<file path="config.mk">
export PLATFORM = sky130hd
export DESIGN_NAME = store_addr_gen
export DESIGN_NICKNAME = d
export VERILOG_FILES = /design/src/hw/vwrite_pkg.sv /design/src/hw/store_addr_gen.sv
export SDC_FILE = /design/constraint.sdc
export NUM_CORES = 1
export LEC_CHECK = 0
export ABC_AREA = 1
export BUFFER_PORTS_ARGS = -buffer_cell sky130_fd_sc_hd__clkbuf_2
export CAP_MARGIN = 20
export CELL_PAD_IN_SITES_DETAIL_PLACEMENT = 1
export CELL_PAD_IN_SITES_GLOBAL_PLACEMENT = 2
export CORE_MARGIN = 2
export CORE_UTILIZATION = 30
export DETAILED_ROUTE_END_ITERATION = 10
export GPL_TIMING_DRIVEN = 0
export PLACE_DENSITY_LB_ADDON = 0.15
export SYNTH_ARGS = -nofsm -noshare
export SYNTH_HDL_FRONTEND = slang
export SYNTH_SLANG_ARGS = --single-unit
export TNS_END_PERCENT = 20
</file>
<file path="constraint.sdc">
create_clock -name clk -period 2.8 [get_ports clk]
set_input_delay 0.14 -clock clk [delete_from_list [all_inputs] [get_ports clk]]
set_output_delay 0.14 -clock clk [all_outputs]
set_load 0.005 [all_outputs]
</file>
<file path="src/hw/vwrite_pkg.sv">
package vwrite_pkg;

   // datapath and databus word width
   localparam int DEF_DATA_W = 32;

   // buffer is word addressed, top bit selects the ping-pong half
   localparam int DEF_ADDR_W = 8;

   localparam int DEF_AXI_ADDR_W = 32;

   // burst length and block word count
   localparam int DEF_LEN_W = 8;

   // period and duty counters of the store generator
   localparam int DEF_PERIOD_W = 6;

   localparam int DEF_DELAY_W = 6;

   // byte step of one databus beat
   localparam int BYTES_PER_WORD = DEF_DATA_W / 8;

endpackage

</file>
<file path="src/hw/store_addr_gen.sv">
`timescale 1ns/1ps

module store_addr_gen #(
   parameter int ADDR_W   = vwrite_pkg::DEF_ADDR_W,
   parameter int PERIOD_W = vwrite_pkg::DEF_PERIOD_W,
   parameter int DELAY_W  = vwrite_pkg::DEF_DELAY_W
) (
   input  logic                clk,
   input  logic                rst,
   input  logic                run_i,
   input  logic                running_i,
   input  logic [ADDR_W-1:0]   start_i,
   input  logic [ADDR_W-1:0]   incr_i,
   input  logic [ADDR_W-1:0]   shift_i,
   input  logic [ADDR_W-1:0]   iter_i,
   input  logic [PERIOD_W-1:0] per_i,
   input  logic [PERIOD_W-1:0] duty_i,
   input  logic [DELAY_W-1:0]  delay_i,
   output logic                we_o,
   output logic [ADDR_W-1:0]   addr_o,
   output logic                done_o
);

   logic                busy;
   logic [DELAY_W-1:0]  delay_cnt;
   logic [PERIOD_W-1:0] per_cnt;
   logic [ADDR_W-1:0]   iter_cnt;
   logic [ADDR_W-1:0]   addr;
   logic                active;
   logic                per_end;
   logic                iter_end;

   // zero period or iteration count behaves as one
   assign per_end  = (per_i == '0) || (per_cnt == per_i - 1'b1);
   assign iter_end = (iter_i == '0) || (iter_cnt == iter_i - 1'b1);

   assign active = busy && running_i && (delay_cnt == '0);
   assign we_o   = active && (per_cnt < duty_i);
   assign addr_o = addr;

   always_ff @(posedge clk or posedge rst) begin
      if (rst) begin
         busy      <= 1'b0;
         delay_cnt <= '0;
         per_cnt   <= '0;
         iter_cnt  <= '0;
         addr      <= '0;
         done_o    <= 1'b1;
      end else if (run_i) begin
         busy      <= 1'b1;
         delay_cnt <= delay_i;
         per_cnt   <= '0;
         iter_cnt  <= '0;
         addr      <= start_i;
         done_o    <= 1'b0;
      end else if (busy && running_i) begin
         if (delay_cnt != '0) begin
            delay_cnt <= delay_cnt - 1'b1;
         end else if (per_end) begin
            // period end adds shift on top of the usual incr
            per_cnt <= '0;
            addr    <= addr + incr_i + shift_i;
            if (iter_end) begin
               busy   <= 1'b0;
               done_o <= 1'b1;
            end else begin
               iter_cnt <= iter_cnt + 1'b1;
            end
         end else begin
            per_cnt <= per_cnt + 1'b1;
            addr    <= addr + incr_i;
         end
      end
   end

endmodule

</file>
==> key figures, run 1 <==
Route
  • Avg WL per Cell: between 10 and 15 µm
  • Routed Antenna Nets: 0
  • Routed vias/inst: 4.65
  • Drc violations: 0
  • Starting DRT DRC Count: 69
  • DRT Wirelength: 8860 µm
  • Routed via count: approximately 3,100
  • DR pass1 iterations: 4

Final layout
  • Most common cell after layout, fill and taps aside: nand2_1
  • Fraction of layout cells with a size suffix above 1: 0.252
  • Final net count: 621
  • Reg area: ~750 µm²
  • Final cell count without fillers: about 680
  • Non-Filler Cell Area, Final: around 3900 µm²
  • Fillcell total: approximately 1,300
  • P&R area growth vs syn: 24.7%
  • Diodes inserted: 0
  • Most frequent cells in the layout: nand2_1, clkbuf_2, inv_1
  • Post-layout util: 0.379
  • Footprint of the multi-input gates: 2140 µm²

Run
  • Max-cap viol count: 0

Pwr
  • Worst IR drop on VDD: slightly above 0.2 mV
  • Leakage power: a little over 2 nW
  • Total Power: approximately 1.8 mW
  • P per Cell Area: 455 nW/µm²

STA
  • Period minus WS final: ~2.6 ns
  • RSZ-0062 raised after global routing: yes
  • Worst Hold Slack: approximately 0.067 ns
  • Fmax: between 300 and 400 MHz
  • Fin. Hold Viols: 0
  • Final clock period utilization by the worst path: 0.938
  • Fin. max-slew vios: 0
  • Worst-Margin Slew: slightly above 0.7 ns
  • Endpoints failing setup: 0
  • Slew headroom: 0.527
  • Setup Skew: ~0.013 ns

Worst hold path
  • Hold Crit Class: in -> reg
  • Worst Hold End: delay_cnt[3]
  • Worst hold start: delay_i[3]
  • Hold depth: 3

Place
  • Placed insts: ~660
  • DP Area: about 3600 µm²
  • Hpwl dp: 7400 µm
  • Buffers added on ports: between 60 and 70
  • Routability cong.: roughly 0.80

CTS
  • Clock Path Buffers: 2
  • Worst-skew pair later-pin latency: between 0.2 and 0.3 ns
  • Root buf cell: clkbuf_8
  • Total CTS buffers: 5
  • CTS tree: built
  • # clock sinks: 30
  • Clock transition at path regs: ~0.080 ns
  • CTS H-tree lvls: 2

Synthesis
  • Cells after synthesis: ~460
  • Post-synth cell types: 40
  • Post-synth EDFFs: 0
  • Sequential element share of the synthesized area: 0.243
  • Yosys warnings: 0
  • Syn Nets: 545
  • Avg Synthesized Cell Area: 6.70 µm²
  • Ys async rst share: 1.00
  • Seq cells post-synth: 30
  • Synth Cell Area: 3100 µm²
  • Most common flop cell mapped by yosys: dfrtp_1

Global route
  • Aggregate global routing overflow: 0
  • Total GRT Usage: 0.164
  • Vias in the first global route: between 3,000 and 4,000
  • Antenna violations before repair: 0
  • First-pass GRT wire length: approximately 15,000 µm
  • Largest net degree at the start of global routing: 17

Status
  • Run status: completed

Worst setup path
  • Worst R2R Start: addr_o[2]
  • Worst path required time: about 3.0 ns
  • Setup Crit Path Kind: reg -> reg
  • Crit end category: register
  • Max stage delay on crit path: 0.44 ns
  • Slowest CP cell: dfrtp_2
  • WP data arrival: around 2.8 ns
  • Endpoint of the worst register-to-register path: addr_o[4]
  • Critical path cell sequence: ha_4 -> a21oi_1 -> nand2_1 -> or2_2 -> nand2_1 -> inv_1 -> ha_1 -> inv_1 -> o21ai_0 -> a31oi_1 -> xor2_1 -> nand2_1 -> nand3_1 -> nand2_1 -> nand2_1
  • Worst R2R Path Depth: 15
  • R2R Setup Slk: around 0.17 ns
  • Cell repeated most along the worst path: nand2_1
  • Max FO, Critical Path: 5
  • Setup crit start kind: register

Floorplanning
  • Die width: around 110 µm
  • Die ar.: ~11,000 µm²
  • Ports: between 60 and 70
  • Die Ht: 106 µm
  • Initial Util: 0.304
  • CORE AREA: between 10,000 and 15,000 µm²
  • Row cnt: 37
==> worst max-delay path, delay by kind of cell (launching register included) <==
| kind | cells | cell delay [ns] |
|---|---|---|
| AO/OA/AOI/OAI | 3 | 0.45 |
| flip-flops | 1 | 0.44 |
| XOR/XNOR | 1 | 0.15 |
| AND/OR/NAND/NOR | 7 | 0.78 |
| adder cells (fa/ha/maj) | 2 | 0.57 |
| buffers and inverters | 2 | 0.13 |
==> timing repair <==
action	4_1_cts	5_1_grt
endpoints found under the setup margin	1	4
resized for setup	4	20
pin swaps	1	8
endpoints found under the hold margin	14	0
hold buffers	1	0
buffers inserted	0	4
==> logic make-up after synthesis <==
| logic type | count (synthesis) | share of synthesized area |
|---|---|---|
| AND/OR/NAND/NOR | 265 | 0.395 |
| XOR/XNOR | 23 | 0.0651 |
| adder cells (fa/ha/maj) | 29 | 0.122 |
| AO/OA/AOI/OAI | 38 | 0.0748 |
| flip-flops | 30 | 0.243 |
| buffers and inverters | 77 | 0.100 |
==> state kept, by name, summed over array words and instances (netlist names) <==
signal,count
addr_o,8
iter_cnt,8
delay_cnt,6
per_cnt,6
busy,1
done_o,1
==> cell usage after synthesis, drive strengths merged (2+ instances only) <==
cell | instances | share of area
o211ai | 2 | 0.0048
nand3b | 3 | 0.0073
inv | 69 | 0.084
dfrtp | 29 | 0.23
or2 | 2 | 0.0040
a21oi | 14 | 0.023
nand2 | 146 | 0.19
nor3 | 6 | 0.011
a22oi | 3 | 0.0073
ha | 27 | 0.11
nand4 | 4 | 0.0081
nand3 | 54 | 0.10
nor2 | 49 | 0.068
fa | 2 | 0.013
xnor2 | 9 | 0.025
buf | 4 | 0.012
a21boi | 2 | 0.0048
clkbuf | 3 | 0.0036
o21ai | 10 | 0.017
xor2 | 14 | 0.040
a31o | 2 | 0.0057
o21bai | 2 | 0.0048
==> layer usage <==
| metal | global-route usage | routed length [µm] |
|---|---|---|
| met3 | 0.0192 | 230 |
| met4 | 0.0329 | 80 |
| met2 | 0.304 | 4420 |
| met5 | 0 | 0 |
| met1 | 0.205 | 4130 |
==> cell type report <==
class,instances,area share
Multi-Input combinational cell,355,0.553
Timing Repair Buffer,69,0.0992
Sequential cell,30,0.195
Tap cell,136,0.0441
Buffer,7,0.0123
Clock buffer,5,0.0178
Clock inverter,3,0.0104
Inverter,70,0.0680
==> how the worst max path moves through the flow <==
stage / startpoint / end / cells after the start
after detailed placement: addr_o[0] / addr_o[7] / 16
after global routing: addr_o[4] / addr_o[7] / 18
after floorplan: addr_o[0] / addr_o[7] / 16
final: addr_o[2] / addr_o[4] / 15
after CTS: addr_o[0] / addr_o[7] / 16
after global placement: addr_o[0] / addr_o[7] / 16
==> metrics by stage <==
step / TNS (ns) / worst slack [ns]
6_report: 0 / 0.174
5_1_grt: -0.0386 / -0.0386
4_1_cts: 0 / 0.0149
3_5_place_dp: -0.164 / -0.164
3_3_place_gp: -0.0924 / -0.0924
2_1_floorplan: 0 / 0.234
==> where the power goes <==
part	leakage, nW	switching, mW	internal, mW
combinational	1.63	0.449	0.344
sequential	0.379	0.0415	0.471
clock	0.0579	0.189	0.262
(Power assumes the default switching activity.)
==> run 2, diff against run 1 <==
CORE_UTILIZATION = 32   (was 30)
clock period = 3.3 ns   (was 2.8 ns; I/O delays follow)
==> key figures, run 2 (synthesis results as in run 1) <==
Route
  • Avg WL per Cell: 12.8 µm (-2.6%)
  • Routed Antenna Nets: 0 (unchanged)
  • DRT Wirelength: 8480 µm (-4.2%)
  • Routed via count: 3,081 (-1.9%)
  • Starting DRT DRC Count: 110 (+59%)
  • Drc violations: 0 (unchanged)
  • DR pass1 iterations: 4 (unchanged)
  • Routed vias/inst: 4.64 (-0.29%)

Worst setup path
  • Endpoint of the worst register-to-register path: addr_o[7]
  • Worst R2R Path Depth: 16 (+1)
  • CP Buf/Inv Count: 2 (unchanged)
  • Cell repeated most along the worst path: nand2_1
  • Setup Crit Path Kind: reg -> reg
  • Crit end category: register
  • Worst path required time: 3.48 ns (+0.50 ns)
  • WP data arrival: 3.03 ns (+0.22 ns)
  • CP top delay family: adder cells
  • Max FO, Critical Path: 4 (-1)
  • Slowest CP cell: fa_1
  • Worst R2R Start: addr_o[0]
  • Max stage delay on crit path: 0.43 ns (about the same)
  • R2R Setup Slk: 0.45 ns (+0.27 ns)
  • Critical path cell sequence: ha_1 -> fa_1 -> nand4_1 -> nand3_1 -> xor2_1 -> inv_1 -> ha_1 -> a21oi_1 -> a21boi_0 -> nand2_1 -> nand2_1 -> nand2_1 -> inv_1 -> nand3b_1 -> nand3_1 -> nand2_1
  • Setup crit start kind: register

Pwr
  • Worst IR drop on VDD: 0.207 mV (-0.30%)
  • Leakage power: 2.05 nW (-0.55%)
  • P per Cell Area: 401 nW/µm² (-12%)
  • Total Power: 1.50 mW (-14%)

Place
  • Pre-CTS WS: 0.427 ns (+0.591 ns)
  • Routability cong.: 0.789 (-0.83%)
  • Hpwl dp: 7170 µm (-3.0%)
  • DP Area: 3600 µm² (-0.24%)
  • Buffers added on ports: 63 (unchanged)

Floorplanning
  • Die width: 102 µm (-3.1%)
  • Initial Util: 0.332 (+0.0279)
  • Die Ht: 102 µm (-3.1%)
  • Die ar.: 10,500 µm² (-6.0%)
  • Ports: 64 (unchanged)
  • Row cnt: 35 (-5.4%)
  • CORE AREA: 9330 µm² (-8.4%)

STA
  • Worst Hold Slack: 0.110 ns (+0.0433 ns)
  • Final clock period utilization by the worst path: 0.865 (-0.0730)
  • Final Worst Setup Slack: 0.446 ns (+0.272 ns)
  • RSZ-0062 raised after global routing: no
  • Final setup TNS: 0 ns (unchanged)
  • Endpoints failing setup: 0 (unchanged)
  • Slew headroom: 0.626 (+0.0994)
  • Fmax: 350 MHz (-8.0%)
  • Fin. max-slew vios: 0 (unchanged)
  • Period minus WS final: 2.85 ns (+0.228 ns)
  • Setup Skew: 0.00768 ns (-0.00489 ns)
  • Fin. Hold Viols: 0 (unchanged)
  • Worst-Margin Slew: 0.560 ns (-0.148 ns)

Global route
  • Vias in the first global route: 3,325 (+0.45%)
  • Largest net degree at the start of global routing: 23 (+6)
  • Total GRT Usage: 0.176 (+0.0117)
  • First-pass GRT wire length: 14,800 µm (-1.3%)
  • Antenna violations before repair: 0 (unchanged)
  • Aggregate global routing overflow: 0 (unchanged)

Worst hold path
  • Worst Hold End: delay_cnt[3]
  • Hold Crit Class: in -> reg
  • Worst hold start: delay_i[3]
  • Hold depth: 3 (unchanged)

Final layout
  • Most common cell after layout, fill and taps aside: nand2_1
  • P&R area growth vs syn: 21.2%
  • Final net count: 617 (-0.64%)
  • Fraction of layout cells with a size suffix above 1: 0.209 (-0.0430)
  • Non-Filler Cell Area, Final: 3750 µm² (-2.8%)
  • Most frequent cells in the layout: nand2_1, clkbuf_2, inv_1
  • Diodes inserted: 0 (unchanged)

CTS
  • # clock sinks: 30 (unchanged)
  • CTS tree: built
  • Clock Path Buffers: 2 (unchanged)
  • Worst-skew pair later-pin latency: 0.29 ns (about the same)
  • Post-CTS setup buffer count: 0 (unchanged)
  • Root buf cell: clkbuf_8
  • Clock transition at path regs: 0.07 ns (about the same)
  • Total CTS buffers: 5 (unchanged)
  • CTS H-tree lvls: 2 (unchanged)

Status
  • Run status: completed

Run
  • Max-cap viol count: 0 (unchanged)
[run 2: changes by cell type in the layout (fill, tap and decap cells not counted), moves of 4 or more]
cell   change
buf_4      -4
inv_1      +4
inv_2      -4
ha_1       +5
ha_4       -5
[run 2: worst max path at each step]
stage	to	startpoint	depth (start not counted)
6_report	addr_o[7]	addr_o[0]	16
5_1_grt	addr_o[7]	addr_o[2]	18
4_1_cts	addr_o[7]	addr_o[0]	16
3_5_place_dp	addr_o[7]	addr_o[0]	16
3_3_place_gp	addr_o[7]	addr_o[0]	16
2_1_floorplan	addr_o[7]	addr_o[0]	16
[run 2: stage by stage]
stage          std cells   util
6_report             664  0.402
5_1_grt              664  0.402
4_1_cts              664  0.402
3_5_place_dp         655  0.386
3_3_place_gp         654  0.383
2_1_floorplan        462      -
[run 2: worst min-delay path, cell delays in order]
cell and delay [ns]:
clkbuf_2 0.07, nand2_1 0.04, nand3_1 0.08
[run 2: what timing repair did]
item,CTS,global route
endpoints found under the hold margin,8,0
resized for setup,0,0
hold buffers,1,0
[run 2: cell type report]
type / count / area, µm²
Fill cell: 1256 / 5580
Multi-Input combinational cell: 355 / 2030
Sequential cell: 30 / 752
Timing Repair Buffer: 65 / 353
Inverter: 70 / 263
Tap cell: 129 / 161
Clock buffer: 6 / 82.6
Clock inverter: 2 / 60.1
Buffer: 7 / 47.5
[run 2: metal layers]
metal | GRT usage | vias to the layer above | part of all wire
li1 | - | 1614 | -
met1 | 0.226 | 1412 | 0.48
met2 | 0.315 | 47 | 0.48
met3 | 0.0212 | 8 | 0.029
met4 | 0.0410 | 0 | 0.010
met5 | 0 | - | 0
[run 2: where the power goes]
| part | internal [mW] | switching (mW) | total, mW |
|---|---|---|---|
| Combinational | 0.245 | 0.348 | 0.593 |
| Clock | 0.322 | 0.157 | 0.479 |
| Sequential | 0.399 | 0.0321 | 0.431 |
==> run 3, diff against run 2 <==
ABC_AREA = unset   (was 1)
CELL_PAD_IN_SITES_DETAIL_PLACEMENT = 0   (was 1)
CELL_PAD_IN_SITES_GLOBAL_PLACEMENT = 1   (was 2)
CORE_UTILIZATION = 43   (was 32)
==> key figures, run 3 <==
Global route
  • Antenna violations before repair: 0 (unchanged)
  • Aggregate global routing overflow: 0 (unchanged)
  • First-pass GRT wire length: 11,200 µm (-24%)
  • Total GRT Usage: 0.196 (+0.0199)
  • Largest net degree at the start of global routing: 23 (unchanged)
  • Vias in the first global route: 2,495 (-25%)

STA
  • Setup Skew: 0.00654 ns (-0.00114 ns)
  • Final setup TNS: 0 ns (unchanged)
  • Final clock period utilization by the worst path: 0.922 (+0.0568)
  • Fin. max-slew vios: 0 (unchanged)
  • Slew headroom: 0.642 (+0.0159)
  • Worst Hold Slack: 0.0768 ns (-0.0334 ns)
  • Endpoints failing setup: 0 (unchanged)
  • RSZ-0062 raised after global routing: no
  • Fmax: 329 MHz (-6.2%)
  • Period minus WS final: 3.04 ns (+0.187 ns)
  • Worst-Margin Slew: 0.536 ns (-0.0239 ns)
  • Fin. Hold Viols: 0 (unchanged)

Floorplanning
  • Initial Util: 0.438 (+0.106)
  • Ports: 64 (unchanged)
  • Row cnt: 29 (-17%)
  • CORE AREA: 6240 µm² (-33%)
  • Die width: 83.7 µm (-18%)
  • Die ar.: 7010 µm² (-33%)
  • Die Ht: 83.7 µm (-18%)

CTS
  • Worst-skew pair later-pin latency: 0.29 ns (about the same)
  • Total CTS buffers: 5 (unchanged)
  • Root buf cell: clkbuf_8
  • Clock transition at path regs: 0.07 ns (about the same)
  • CTS H-tree lvls: 2 (unchanged)
  • # clock sinks: 30 (unchanged)
  • Clock Path Buffers: 2 (unchanged)
  • CTS tree: built

Final layout
  • Final net count: 477 (-23%)
  • Reg area: 752 µm² (unchanged)
  • Most frequent cells in the layout: clkbuf_2, nor2_1, dfrtp_1
  • Final cell count without fillers: 472 (-29%)
  • Fraction of layout cells with a size suffix above 1: 0.220 (+0.0109)
  • Fillcell total: 623 (-50%)
  • Diodes inserted: 0 (unchanged)
  • Footprint of the multi-input gates: 1880 µm² (-7.7%)
  • Most common cell after layout, fill and taps aside: clkbuf_2
  • P&R area growth vs syn: 21.0%

Worst setup path
  • R2R Setup Slk: 0.26 ns (-0.19 ns)
  • Worst R2R Start: addr_o[0]
  • Crit end category: register
  • CP Buf/Inv Count: 1 (-1)
  • Max stage delay on crit path: 0.42 ns (about the same)
  • Setup crit start kind: register
  • Max FO, Critical Path: 3 (-1)
  • Setup Crit Path Kind: reg -> reg
  • Critical path cell sequence: ha_1 -> fa_2 -> a21o_1 -> a21oi_4 -> xnor2_2 -> ha_1 -> inv_1 -> nor2_1 -> a2111oi_2 -> nor3_1 -> xor2_1 -> a2111o_1 -> nand3_1
  • Cell repeated most along the worst path: ha_1
  • CP top delay family: compound AO/OA/AOI/OAI gates
  • Worst R2R Path Depth: 13 (-3)
  • Endpoint of the worst register-to-register path: addr_o[7]
  • Worst path required time: 3.52 ns (+0.04 ns)
  • WP data arrival: 3.27 ns (+0.24 ns)
  • Slowest CP cell: a2111o_1

Route
  • DR pass1 iterations: 4 (unchanged)
  • Routed via count: 2,489 (-19%)
  • Routed Antenna Nets: 0 (unchanged)
  • Starting DRT DRC Count: 111 (+0.91%)
  • Drc violations: 0 (unchanged)
  • Routed vias/inst: 5.27 (+14%)
  • Avg WL per Cell: 13.6 µm (+6.2%)
  • DRT Wirelength: 6400 µm (-25%)

Place
  • Buffers added on ports: 62 (-1.6%)
  • Routability cong.: 0.785 (-0.56%)
  • Placed insts: 462 (-29%)
  • Hpwl dp: 4950 µm (-31%)

Status
  • Run status: completed

Worst hold path
  • Hold Crit Class: in -> reg
  • Hold depth: 2 (-1)
  • Worst Hold End: addr_o[3]
  • Worst hold start: start_i[3]

Pwr
  • Sw Ratio: 0.342 (-0.0155)
  • Pint: 0.773 mW (-20%)
  • P per Cell Area: 355 nW/µm² (-11%)
  • Switch Pwr: 0.401 mW (-25%)
  • Power share of the clock group: 0.270 (-0.049)
  • Sequential cell fraction of total power: 0.347 (+0.060)
  • Leakage power: 1.59 nW (-22%)
  • Gate power share: 0.383 (-0.012)
  • Total Power: 1.17 mW (-22%)
  • Worst IR drop on VDD: 0.255 mV (+23%)

Synthesis
  • Synth top cells by count: nor2_1, dfrtp_1, ha_1, xnor2_1, a21oi_1
  • Synth Cell Area: 2730 µm² (-12%)
  • Sequential element share of the synthesized area: 0.275 (+0.0324)
  • Seq cells post-synth: 30 (unchanged)
  • Post-synth top area share: 0.266 (+0.0313)
  • Most common flop cell mapped by yosys: dfrtp_1
  • Post-synth cell types: 46 (+15%)
  • Most common cell in the netlist: nor2_1
  • Post-synth EDFFs: 0 (unchanged)
  • Avg Synthesized Cell Area: 8.48 µm² (+27%)
  • Area leader, netlist: dfrtp_1
  • Ys async rst share: 1.00 (unchanged)
  • Cells after synthesis: 322 (-30%)
  • Yosys warnings: 0 (unchanged)
  • Top cells by area, synth: dfrtp_1, ha_1, xnor2_1
  • Syn Nets: 405 (-26%)

Run
  • Max-cap viol count: 0 (unchanged)
## run 3: changes by cell type in the layout (fill, tap and decap cells not counted), moves of 8 or more
cell      before  now
a21o_1         0    9
clkbuf_1       3   11
inv_1         62   21
mux2i_1        0    8
nand2_1      139   19
nand3_1       46   11
nor2b_1        0    8
xnor2_1        9   22
## run 3: cell families (layout without fill, tap and decap cells)
logic type / count (synthesis) / in the layout / share of synthesized area
AND/OR/NAND/NOR: 110 / 110 / 0.202
AO/OA/AOI/OAI: 71 / 71 / 0.171
XOR/XNOR: 37 / 37 / 0.119
buffers and inverters: 33 / 106 / 0.0486
flip-flops: 30 / 30 / 0.275
adder cells (fa/ha/maj): 29 / 29 / 0.138
multiplexers: 12 / 12 / 0.0458
## run 3: per-layer routing
metal,part of all wire,vias to the layer above,track usage,routed length [µm]
met1,0.47,1152,0.257,3000
met2,0.48,56,0.338,3040
met5,0,-,0,0
met3,0.045,7,0.0307,289
li1,-,1274,-,-
met4,0.011,0,0.0484,68
## run 3: repair_timing
item,in CTS,in global routing
endpoints found under the hold margin,8,0
buffers inserted,0,1
gates cloned,0,0
pin swaps,0,4
endpoints found under the setup margin,1,1
resized for setup,1,6
hold buffers,1,0
## run 3: power by group through the flow
| stage | combinational [mW] | clock, mW | sequential (mW) |
|---|---|---|---|
| 2_1_floorplan | 0.311 | 0 | 0.411 |
| 3_3_place_gp | 0.414 | 0 | 0.414 |
| 3_5_place_dp | 0.426 | 0 | 0.414 |
| 4_1_cts | 0.433 | 0.321 | 0.408 |
| 5_1_grt | 0.517 | 0.341 | 0.411 |
| 6_report | 0.450 | 0.317 | 0.407 |
## run 3: metrics by stage
| step | setup slack [ns] | utilization | instance area [µm²] |
|---|---|---|---|
| floorplan | 0.245 | - | 2730 |
| global placement | 0.0505 | 0.503 | 3140 |
| detailed placement | 0.0205 | 0.507 | 3170 |
| CTS | 0.0603 | 0.524 | 3270 |
| global route | 0.0194 | 0.529 | 3300 |
| finish | 0.259 | 0.529 | 3300 |
## run 3: cell type report
class / count / area share
multi-input combinational: 259 / 0.568
sequential: 30 / 0.228
timing repair buffer: 65 / 0.108
tap: 77 / 0.0292
clock buffer: 7 / 0.0261
inverter: 21 / 0.0239
buffer: 12 / 0.0163
clock inverter: 1 / 0.00151
## run 3: worst max-delay path by stage
stage               startpoint        end  slack, ns  cells past startpoint
finish               addr_o[0]  addr_o[7]       0.26                     13
floorplan            addr_o[0]  addr_o[7]       0.24                     13
detailed placement   addr_o[0]  addr_o[7]       0.02                     13
CTS                  addr_o[0]  addr_o[7]       0.06                     13
global route         addr_o[0]  addr_o[7]       0.02                     13
global placement     addr_o[0]  addr_o[7]       0.05                     13
